<file path="config.mk">
export PLATFORM = sky130hd
export DESIGN_NAME = csr_index_top
export DESIGN_NICKNAME = d
export VERILOG_FILES = /design/src/hw/csr_index_pkg.sv /design/src/hw/index_push_if.sv /design/src/hw/csr_index_top.sv /design/src/hw/index_sequencer.sv /design/src/hw/request_fifo.sv /design/src/hw/request_former.sv
export VERILOG_INCLUDE_DIRS = /design/src /design/src/hw
export SDC_FILE = /design/constraint.sdc
export NUM_CORES = 2
export LEC_CHECK = 0
export BUFFER_PORTS_ARGS = -buffer_cell sky130_fd_sc_hd__buf_4
export CAP_MARGIN = 40
export CORE_MARGIN = 8
export CORE_UTILIZATION = 60
export DETAILED_ROUTE_END_ITERATION = 12
export GPL_ROUTABILITY_DRIVEN = 0
export PLACE_DENSITY = 0.77
export SLEW_MARGIN = 20
export SYNTH_ARGS = -nofsm -noshare
export SYNTH_HDL_FRONTEND = slang
export SYNTH_SLANG_ARGS = --single-unit
</file>
<file path="constraint.sdc">
create_clock -name ap_clk -period 9.3 [get_ports ap_clk]
set_input_delay 1.86 -clock ap_clk [delete_from_list [all_inputs] [get_ports ap_clk]]
set_output_delay 1.86 -clock ap_clk [all_outputs]
set_load 0.01 [all_outputs]
</file>
<file path="src/hw/csr_index_settings.svh">
// ----------------------------------------
// CSR index generator widths and FIFO sizing
// ----------------------------------------

`ifndef CSR_INDEX_SETTINGS_SVH
`define CSR_INDEX_SETTINGS_SVH

// Index and offset width
`define CSR_INDEX_WIDTH 32

// Array pointer width
`define CSR_ADDR_WIDTH 32

// Shift amount, enough for 0..31
`define CSR_SHIFT_WIDTH 5

// Request FIFO entries
`define CSR_FIFO_DEPTH 16

// Fill level where generation pauses
`define CSR_FIFO_PROG_THRESH 8

`endif

</file>
<file path="src/hw/csr_index_pkg.sv">
// ----------------------------------------
// CSR index generator shared types
// ----------------------------------------

`include "csr_index_settings.svh"

package csr_index_pkg;

    // ----------------------------------------
    // Configuration from the host
    // ----------------------------------------
    typedef struct packed {
        logic [`CSR_ADDR_WIDTH-1:0]  array_pointer;
        logic [`CSR_INDEX_WIDTH-1:0] index_start;
        logic [`CSR_INDEX_WIDTH-1:0] index_end;
        logic [`CSR_SHIFT_WIDTH-1:0] shift_amount;
        // 1 shifts left, 0 shifts right
        logic                        shift_left;
    } csr_config_t;

    // ----------------------------------------
    // Memory read request
    // ----------------------------------------
    typedef struct packed {
        logic [`CSR_ADDR_WIDTH-1:0]  base;
        logic [`CSR_INDEX_WIDTH-1:0] offset;
        logic [`CSR_INDEX_WIDTH-1:0] index;
    } mem_request_t;

    // ----------------------------------------
    // Sequencer FSM states
    // ----------------------------------------
    typedef enum logic [2:0] {
        IDLE  = 3'd0,
        ACK   = 3'd1,
        BUSY  = 3'd2,
        PAUSE = 3'd3,
        DONE  = 3'd4
    } seq_state_t;

endpackage : csr_index_pkg

</file>
<file path="src/hw/index_push_if.sv">
// ----------------------------------------
// Push bus into the request FIFO
// ----------------------------------------

`timescale 1ns/100ps

interface index_push_if #(
    parameter type payload_t = logic
);

    // Write side
    logic     push_valid;
    payload_t push_payload;

    // FIFO fill status back to the writer
    logic     full;
    logic     prog_full;

    modport source (
        output push_valid,
        output push_payload,
        input  full,
        input  prog_full
    );

    modport sink (
        input  push_valid,
        input  push_payload,
        output full,
        output prog_full
    );

endinterface : index_push_if

</file>
<file path="src/hw/csr_index_top.sv">
// ----------------------------------------
// CSR edge index generator top level
// ----------------------------------------

`timescale 1ns/100ps

`include "csr_index_settings.svh"

module csr_index_top (
    input  logic                        ap_clk,
    input  logic                        areset_generator,
    input  logic                        config_req,
    input  logic [`CSR_ADDR_WIDTH-1:0]  config_array_pointer,
    input  logic [`CSR_INDEX_WIDTH-1:0] config_index_start,
    input  logic [`CSR_INDEX_WIDTH-1:0] config_index_end,
    input  logic [`CSR_SHIFT_WIDTH-1:0] config_shift_amount,
    input  logic                        config_shift_left,
    input  logic                        request_ready,
    output logic                        config_ack,
    output logic                        request_valid,
    output logic [`CSR_ADDR_WIDTH-1:0]  request_base,
    output logic [`CSR_INDEX_WIDTH-1:0] request_offset,
    output logic [`CSR_INDEX_WIDTH-1:0] request_index,
    output logic                        done
);

    import csr_index_pkg::*;

    csr_config_t                 config_in;
    csr_config_t                 config_run;
    logic                        index_valid;
    logic [`CSR_INDEX_WIDTH-1:0] index;
    logic                        fifo_prog_full;
    mem_request_t                head;

    index_push_if #(.payload_t(mem_request_t)) push_bus ();

    // Pack host fields
    assign config_in.array_pointer = config_array_pointer;
    assign config_in.index_start   = config_index_start;
    assign config_in.index_end     = config_index_end;
    assign config_in.shift_amount  = config_shift_amount;
    assign config_in.shift_left    = config_shift_left;

    index_sequencer i_sequencer (
        .ap_clk           (ap_clk),
        .areset_generator (areset_generator),
        .config_req       (config_req),
        .config_in        (config_in),
        .prog_full        (fifo_prog_full),
        .config_ack       (config_ack),
        .config_out       (config_run),
        .index_valid      (index_valid),
        .index            (index),
        .done             (done)
    );

    request_former i_former (
        .ap_clk           (ap_clk),
        .areset_generator (areset_generator),
        .config_run       (config_run),
        .index_valid      (index_valid),
        .index            (index),
        .push             (push_bus.source)
    );

    request_fifo #(.payload_t(mem_request_t)) i_fifo (
        .ap_clk           (ap_clk),
        .areset_generator (areset_generator),
        .pop              (request_valid && request_ready),
        .push             (push_bus.sink),
        .head_valid       (request_valid),
        .head             (head),
        .prog_full        (fifo_prog_full)
    );

    // Unpack FIFO head
    assign request_base   = head.base;
    assign request_offset = head.offset;
    assign request_index  = head.index;

endmodule : csr_index_top

</file>
<file path="src/hw/index_sequencer.sv">
// ----------------------------------------
// Index sequencer
// Config handshake, FSM and index counter
// ----------------------------------------

`timescale 1ns/100ps

`include "csr_index_settings.svh"

module index_sequencer (
    input  logic                         ap_clk,
    input  logic                         areset_generator,
    input  logic                         config_req,
    input  csr_index_pkg::csr_config_t   config_in,
    input  logic                         prog_full,
    output logic                         config_ack,
    output csr_index_pkg::csr_config_t   config_out,
    output logic                         index_valid,
    output logic [`CSR_INDEX_WIDTH-1:0]  index,
    output logic                         done
);

    import csr_index_pkg::*;

    // ----------------------------------------
    // Wires and registers
    // ----------------------------------------
    seq_state_t                  state;
    seq_state_t                  state_next;
    csr_config_t                 config_q;
    logic [`CSR_INDEX_WIDTH-1:0] count;
    logic                        in_range;
    logic                        last_index;
    logic                        accept_config;
    logic                        load_count;

    // Host request seen while idle
    assign accept_config = (state == IDLE) && config_req;

    // Host dropped its request so counting starts
    assign load_count = (state == ACK) && !config_req;

    // Range checks against the captured end index
    assign in_range   = count < config_q.index_end;
    assign last_index = (count + `CSR_INDEX_WIDTH'(1)) == config_q.index_end;

    // One index per BUSY cycle unless the FIFO is filling up
    assign index_valid = (state == BUSY) && in_range && !prog_full;

    assign index      = count;
    assign config_out = config_q;

    // ----------------------------------------
    // FSM
    // ----------------------------------------
    always_ff @(posedge ap_clk) begin
        if (areset_generator) begin
            state <= IDLE;
        end else begin
            state <= state_next;
        end
    end

    always_comb begin
        state_next = state;
        case (state)
            IDLE: begin
                if (config_req) begin
                    state_next = ACK;
                end
            end
            ACK: begin
                if (!config_req) begin
                    state_next = BUSY;
                end
            end
            BUSY: begin
                // Empty range falls straight through
                if (!in_range) begin
                    state_next = DONE;
                end else if (prog_full) begin
                    state_next = PAUSE;
                end else if (last_index) begin
                    state_next = DONE;
                end
            end
            PAUSE: begin
                if (!prog_full) begin
                    state_next = BUSY;
                end
            end
            DONE: begin
                state_next = IDLE;
            end
            default: begin
                state_next = IDLE;
            end
        endcase
    end

    // ----------------------------------------
    // Handshake and done flags
    // ----------------------------------------
    always_ff @(posedge ap_clk) begin
        if (areset_generator) begin
            config_ack <= 1'b0;
            done       <= 1'b1;
        end else begin
            if (accept_config) begin
                config_ack <= 1'b1;
                done       <= 1'b0;
            end
            if (load_count) begin
                config_ack <= 1'b0;
            end
            // Last push lands in the FIFO during DONE
            if (state == DONE) begin
                done <= 1'b1;
            end
        end
    end

    // ----------------------------------------
    // Captured config and index counter
    // ----------------------------------------
    always_ff @(posedge ap_clk) begin
        if (accept_config) begin
            config_q <= config_in;
        end
        if (load_count) begin
            count <= config_q.index_start;
        end else if (index_valid) begin
            count <= count + `CSR_INDEX_WIDTH'(1);
        end
    end

    // Four-phase rule on the host side
    ack_holds_while_req: assert property (
        @(posedge ap_clk) disable iff (areset_generator)
        (config_ack && config_req) |=> config_ack
    );

    // Resume picks up the index held at the pause
    count_held_in_pause: assert property (
        @(posedge ap_clk) disable iff (areset_generator)
        (state == PAUSE) |=> $stable(count)
    );

endmodule : index_sequencer

</file>
<file path="src/hw/request_fifo.sv">
// ----------------------------------------
// Request FIFO
// Show-ahead synchronous FIFO with prog_full
// ----------------------------------------

`timescale 1ns/100ps

`include "csr_index_settings.svh"

module request_fifo #(
    parameter type payload_t = csr_index_pkg::mem_request_t
) (
    input  logic       ap_clk,
    input  logic       areset_generator,
    input  logic       pop,
    index_push_if.sink push,
    output logic       head_valid,
    output payload_t   head,
    output logic       prog_full
);

    localparam int DEPTH   = `CSR_FIFO_DEPTH;
    localparam int THRESH  = `CSR_FIFO_PROG_THRESH;
    localparam int PTR_W   = $clog2(DEPTH);
    localparam int COUNT_W = $clog2(DEPTH + 1);

    // ----------------------------------------
    // Storage and pointers
    // ----------------------------------------
    payload_t           mem [DEPTH];
    logic [PTR_W-1:0]   wr_ptr;
    logic [PTR_W-1:0]   rd_ptr;
    logic [COUNT_W-1:0] fill_count;
    logic               do_push;
    logic               do_pop;

    assign do_push = push.push_valid;
    assign do_pop  = pop;

    // Head is read straight from the array
    assign head_valid = fill_count != '0;
    assign head       = mem[rd_ptr];

    // Status from the fill count
    assign push.full      = fill_count == COUNT_W'(DEPTH);
    assign prog_full      = fill_count >= COUNT_W'(THRESH);
    assign push.prog_full = prog_full;

    always_ff @(posedge ap_clk) begin
        if (do_push) begin
            mem[wr_ptr] <= push.push_payload;
        end
    end

    always_ff @(posedge ap_clk) begin
        if (areset_generator) begin
            wr_ptr     <= '0;
            rd_ptr     <= '0;
            fill_count <= '0;
        end else begin
            if (do_push) begin
                wr_ptr <= (wr_ptr == PTR_W'(DEPTH - 1)) ? '0 : wr_ptr + PTR_W'(1);
            end
            if (do_pop) begin
                rd_ptr <= (rd_ptr == PTR_W'(DEPTH - 1)) ? '0 : rd_ptr + PTR_W'(1);
            end
            // Simultaneous push and pop leaves the count alone
            case ({do_push, do_pop})
                2'b10:   fill_count <= fill_count + COUNT_W'(1);
                2'b01:   fill_count <= fill_count - COUNT_W'(1);
                default: fill_count <= fill_count;
            endcase
        end
    end

    // ----------------------------------------
    // Checks
    // ----------------------------------------
    no_push_when_full: assert property (
        @(posedge ap_clk) disable iff (areset_generator)
        push.push_valid |-> !push.full
    );

    // Top level gates pop with head_valid
    no_pop_when_empty: assert property (
        @(posedge ap_clk) disable iff (areset_generator)
        pop |-> head_valid
    );

endmodule : request_fifo

</file>
<file path="src/hw/request_former.sv">
// ----------------------------------------
// Request former
// Turns each index into a memory request
// ----------------------------------------

`timescale 1ns/100ps

`include "csr_index_settings.svh"

module request_former (
    input  logic                         ap_clk,
    input  logic                         areset_generator,
    input  csr_index_pkg::csr_config_t   config_run,
    input  logic                         index_valid,
    input  logic [`CSR_INDEX_WIDTH-1:0]  index,
    index_push_if.source                 push
);

    import csr_index_pkg::*;

    mem_request_t request_next;

    // ----------------------------------------
    // Address forming
    // ----------------------------------------
    always_comb begin
        request_next.base  = config_run.array_pointer;
        request_next.index = index;
        // Offset kept to 32 bits with overflow dropped
        if (config_run.shift_left) begin
            request_next.offset = index << config_run.shift_amount;
        end else begin
            request_next.offset = index >> config_run.shift_amount;
        end
    end

    // ----------------------------------------
    // Output register
    // ----------------------------------------
    always_ff @(posedge ap_clk) begin
        if (areset_generator) begin
            push.push_valid <= 1'b0;
        end else begin
            push.push_valid <= index_valid;
        end
    end

    always_ff @(posedge ap_clk) begin
        push.push_payload <= request_next;
    end

    // The prog_full pause must keep the FIFO from ever filling
    push_never_full: assert property (
        @(posedge ap_clk) disable iff (areset_generator)
        push.push_valid |-> !push.full
    );

endmodule : request_former

</file>
* Word-level counts from Yosys, hierarchy flattened
Memories as Yosys holds them, arrays and structs flattened. A register that Yosys moved wholly into a read port is not among the register bits.
Index checks and enable logic that the tools add are counted.
** Word-level totals
- Bits of input ports :: 106
- Memories kept :: 1
- RAM bits :: 1536
- Output and inout port bits :: 99
- Logic and storage cells :: 70
- Register bits after elaboration :: 249
** Cells by class
- $add $sub $neg :: 5
- Order comparisons :: 2
- Multiplexer cells :: 17
- Shifts and indexed selects :: 2
- Equal/unequal tests :: 13
- Reduce and logical (&&, ||, !) cells :: 14
** Memory list
- i_fifo.mem :: depth 16, bits a word 96, read ports 1, clocked after memory_dff 1, wr ports 1, RTL line request_fifo.sv:30 : payload_t mem [DEPTH];
** Operators with widths (number)
- 32-bit two-way mux :: 3
- 32-bit by 1-bit adder with 32-bit output (second input constant) :: 1
- 32-bit equality test :: 1
- 32-bit < comparator :: 1
- 32-bit by 5-bit << shifter with 32-bit output :: 1
- 32-bit by 5-bit right shift with 32-bit output :: 1
- 3-bit two-way mux :: 6
- 4-bit two-way mux :: 4
- 3-bit case mux with 4 select lines :: 1
- 5-bit case mux with 2 select lines :: 1
- 4-bit by 1-bit adder with 4-bit output (second input constant) :: 2
- 4-bit equality test (second input constant) :: 2
- 3-bit by 2-bit equality test with 1-bit output (second input constant) :: 2
- 2-bit != test (second input constant) :: 3
- 5-bit by 1-bit adder with 5-bit output (second input constant) :: 1
- 5-bit by 4-bit >= comparator with 1-bit output (second input constant) :: 1
- 1-bit logical AND :: 5
- 5-bit nonzero test :: 1
- 5-bit by 1-bit subtractor with 5-bit output (second input constant) :: 1
- 4-bit by 3-bit != test with 1-bit output (second input constant) :: 1
- 4-bit AND reduction :: 1
- 2-bit nonzero test :: 2
- 2-bit OR reduction :: 2
- 3-bit by 1-bit equality test with 1-bit output (second input constant) :: 1
- other kinds (6) :: 8

* Longest topological paths before layout
- Depth in word-level cells :: 6
- Mapped depth :: 13

* Modules after synthesis
A second synthesis with hierarchy kept.
** Second synthesis, totals
- Cells, all modules :: 3393
- Area total of the unflattened synthesis :: 71468.5 sq um
** By module, submodules not included
- request_fifo :: times used 1, area each 58503.6 sq um, cells an instance 2238, seq. area each 46464.6 sq um
- index_sequencer :: times used 1, area each 7475.9 sq um, cells an instance 622, seq. area each 4124.0 sq um
- request_former :: times used 1, area each 5482.8 sq um, cells an instance 532, seq. area each 1941.9 sq um
- csr_index_top :: times used 1, area each 6.3 sq um, cells an instance 1, seq. area each 0.0 sq um

* Worst setup path before layout
No wires, ideal clock.
- Path kind :: in2reg
- Start point :: in config_req
- End point :: reg i_sequencer.config_q, in the netlist i_sequencer.config_out[0], enable pin
- Data arrival time :: 6.201 ns
- Buffers on the path :: 0
- Required time :: 8.735 ns
- Setup slack :: 2.533 ns
- Stages :: 2
- Cells stage by stage :: nand2_1 > nor2_1
** On the way
- Longest elaborated chain between the ends :: 1
** Ends and longest elaborated chain
- start: declaration :: RTL line csr_index_top.sv:12 : input logic config_req,
- 1-bit logical AND :: RTL line index_sequencer.sv:38 : assign accept_config = (state == IDLE) && config_req;
- via i_sequencer.accept_config :: RTL line index_sequencer.sv:34 : logic accept_config;
- end signal: assignment :: RTL line index_sequencer.sv:128 : config_q <= config_in;
- end: declaration :: RTL line index_sequencer.sv:30 : csr_config_t config_q;
The timed path passes the listed nets, and every way through them passes these cells.
A chain may end at the register's enable or synchronous reset.

==> metrics.txt <==
full die area=0.1289 sq mm; clock latency on the worst-skew pair=0.77 ns; WP data required=between 7 and 8 ns; P_leak=approximately 26 nW; DRT Pass-1 Iters=6; num rows=between 100 and 150; register area share after synthesis=74.43%; # IOs=a little over 200; MaxCap Viol Count=0; clk root buf=clkbuf_16; initial core utilization=between 60% and 70%; crit path capture=request_index[27]; Fin. Hold Viols=0; largest net degree at the start of global routing=approximately 170; number of flops mapped to enable cells by yosys=1670; Num CTS Buffers=171; Via-to-Cell Ratio=about 6.7; dpl hpwl=between 90 and 100 mm; clock-pin slew reported for the worst setup and hold paths after clock tree synthesis=~0.06 ns; Buf/Inv on CP=2; ANT nets after route=0; Chip Width=~360 um; Top delay family on crit path=multiplexers; vias in the first global route=about 36000; Tcrit/Tclk final=60.80%; min setup slack post-route=between 3 and 4 ns; R2R setup slack=4.94 ns; GRT met2 Usage=a little over two fifths; CORE AREA=~0.12 sq mm; fin cells=about 5300; CP Depth=4; RR Endpoint=i_sequencer.state[2]; Max Freq=about 180 MHz; Clock Skew=approximately 0.033 ns; synthesized area per cell=about 21 sq um; Slew Viols, Final=0; relative slew slack=between 20% and 30%; Max IR drop VDD=0.0002292 V; post-synthesis cell type count=64; M1 GR Usage=35.49%; reg2reg start=i_sequencer.index[0]; first-pass GRT wire length=approximately 250 mm; RSZ-0062 raised after global routing=false; # Post-CTS Setup Buffers=0; Min-Delay Path Class=register to register; Layout Nets=roughly 3800; Num Clock Sinks=~1800; Final min period=5.655 ns; most frequent CP cell=mux4_2; routed vias=35380; Reg2Reg Depth=9; routed len/inst=31.92 um; Crit path largest cell delay=between 0.8 and 0.9 ns; port bufs=around 200; CTS tree=built; critical path fanouts, max=170; Crit-path slowest cell=dfxtp_4; CTS resizes=0; CP Capture Type=output pin; flops & latches, synth=1789; share of cells above drive strength 1=a little under a third; hold buffer count at CTS=0; H-tree Lvls=4; initial antenna violation count=8; hold_ws=around 0.34 ns; clock buffer depth=3; crit-path cells=buf_12, mux4_2, mux4_2, buf_4; DRT iter0 DRCs=between 4000 and 5000; pre-CTS setup slack=around 4.5 ns; GRT Overall Usage=roughly a quarter; Power Total=21.20 mW; GR Overflow Total=0; busiest grt layer=met2; Cell Pwr Density=about 260 mW/mm^2; slew of the pin with the lowest slew margin=1.090 ns; type of origin of the critical path=register; Main synth FF type=edfxtp_1; Routed WL=169.4 mm; cell area after synthesis=0.07058 sq mm; post-synthesis cell count=3347; drc violations=0; overall die height=359.0 um; Async SR Flop Fraction=0%; yosys warns=0; cell total after placement=4978; final setup vio count=0; outcome=completed; area grow syn2layout=13.78%; TNS Setup=0 ns; Post-Syn Nets=roughly 3500; critical path arrival=3.79 ns; critical path class=register to output pin; met3 Use GR=under 10%
area by class of cell:
| cell class | instances | area, sq um |
|---|---|---|
| Timing Repair Buffer | 299 | 2790 |
| Multi-Input combinational cell | 1308 | 17130 |
| Tap cell | 1536 | 1922 |
| Sequential cell | 1789 | 52550 |
| Clock inverter | 89 | 937.1 |
| Fill cell | 7015 | 36990 |
| Antenna cell | 1 | 2.502 |
| Inverter | 52 | 195.2 |
| Clock buffer | 233 | 4780 |
per-stage QoR:
stage | area [sq um] | utilization, %
6_report | 80300 | 68.46
2_1_floorplan | 70580 | -
3_3_place_gp | 73850 | 62.96
5_1_grt | 80300 | 68.46
3_5_place_dp | 74460 | 63.48
4_1_cts | 80180 | 68.36
layout by cell type (no fill, tap or decap), drive strengths merged, types with 22 or more instances in the layout:
cell	synthesis	final
a21oi	77	77
dfxtp	119	119
o21ai	50	50
and2	24	24
nor2	136	136
mux2i	72	72
clkinv	1	61
nand3	26	26
buf	64	299
nor3	28	28
ha	42	42
clkbuf	134	233
edfxtp	1670	1670
xnor2	29	29
xor2	22	22
inv	51	60
nand4	28	28
nand2	73	73
mux4	530	530
Yosys cell counts (15+ instances only):
| master | n | area share [%] |
|---|---|---|
| a21oi_1 | 77 | 0.55 |
| and2_1 | 24 | 0.21 |
| buf_1 | 48 | 0.26 |
| clkbuf_1 | 134 | 0.71 |
| dfxtp_1 | 119 | 3.4 |
| edfxtp_1 | 1670 | 71 |
| ha_1 | 42 | 0.74 |
| inv_1 | 49 | 0.26 |
| mux2i_1 | 72 | 1.0 |
| mux4_2 | 530 | 17 |
| nand2_1 | 72 | 0.38 |
| nand3_1 | 25 | 0.18 |
| nand4_1 | 26 | 0.23 |
| nor2_1 | 136 | 0.72 |
| nor3_1 | 28 | 0.20 |
| o21ai_0 | 50 | 0.35 |
| o22ai_1 | 15 | 0.13 |
| xnor2_1 | 29 | 0.36 |
| xor2_1 | 22 | 0.27 |
cell families after synthesis:
family | share of synthesized area [%]
compound gates | 1.890
buf+inv | 1.376
simple gates | 2.696
mux | 18.08
xor+xnor | 0.7605
fa+ha+maj | 0.7729
flops | 74.43
worst min-delay path by stage:
stage	start	cells past startpoint	slack [ns]	end
after floorplan	i_sequencer.config_out[70]	0	0.32	i_former.push.push_payload[64]
after CTS	i_sequencer.config_out[80]	0	0.34	i_former.push.push_payload[74]
after global placement	i_sequencer.config_out[100]	0	0.32	i_former.push.push_payload[94]
after global routing	i_sequencer.config_out[98]	0	0.35	i_former.push.push_payload[92]
after detailed placement	i_sequencer.config_out[80]	0	0.33	i_former.push.push_payload[74]
final	i_sequencer.config_out[80]	0	0.34	i_former.push.push_payload[74]
flip-flops by register name, summed over array words and instances, names as in the netlist, 3 cells and up, named ones only:
name                        count
i_sequencer.index              32
i_fifo.fill_count               5
i_former.push.push_payload     96
i_sequencer.state               3
i_fifo.mem                   1536
i_fifo.wr_ptr                   4
i_fifo.rd_ptr                   4
i_sequencer.config_out        102
report_power, final:
part	switching, mW	total, mW	internal [mW]	leakage [nW]
sequential	0.877	10.8	9.88	16.1
clock	2.97	7.00	4.03	2.81
combinational	1.77	3.44	1.67	6.69
total	5.62	21.2	15.6	25.6
per-layer routing:
| metal | wire length (um) | vias up |
|---|---|---|
| li1 | - | 14490 |
| met1 | 63250 | 18420 |
| met2 | 84700 | 2131 |
| met3 | 15880 | 337 |
| met4 | 5536 | 4 |
| met5 | 22 | - |
Power figures use the tool's default switching activity.
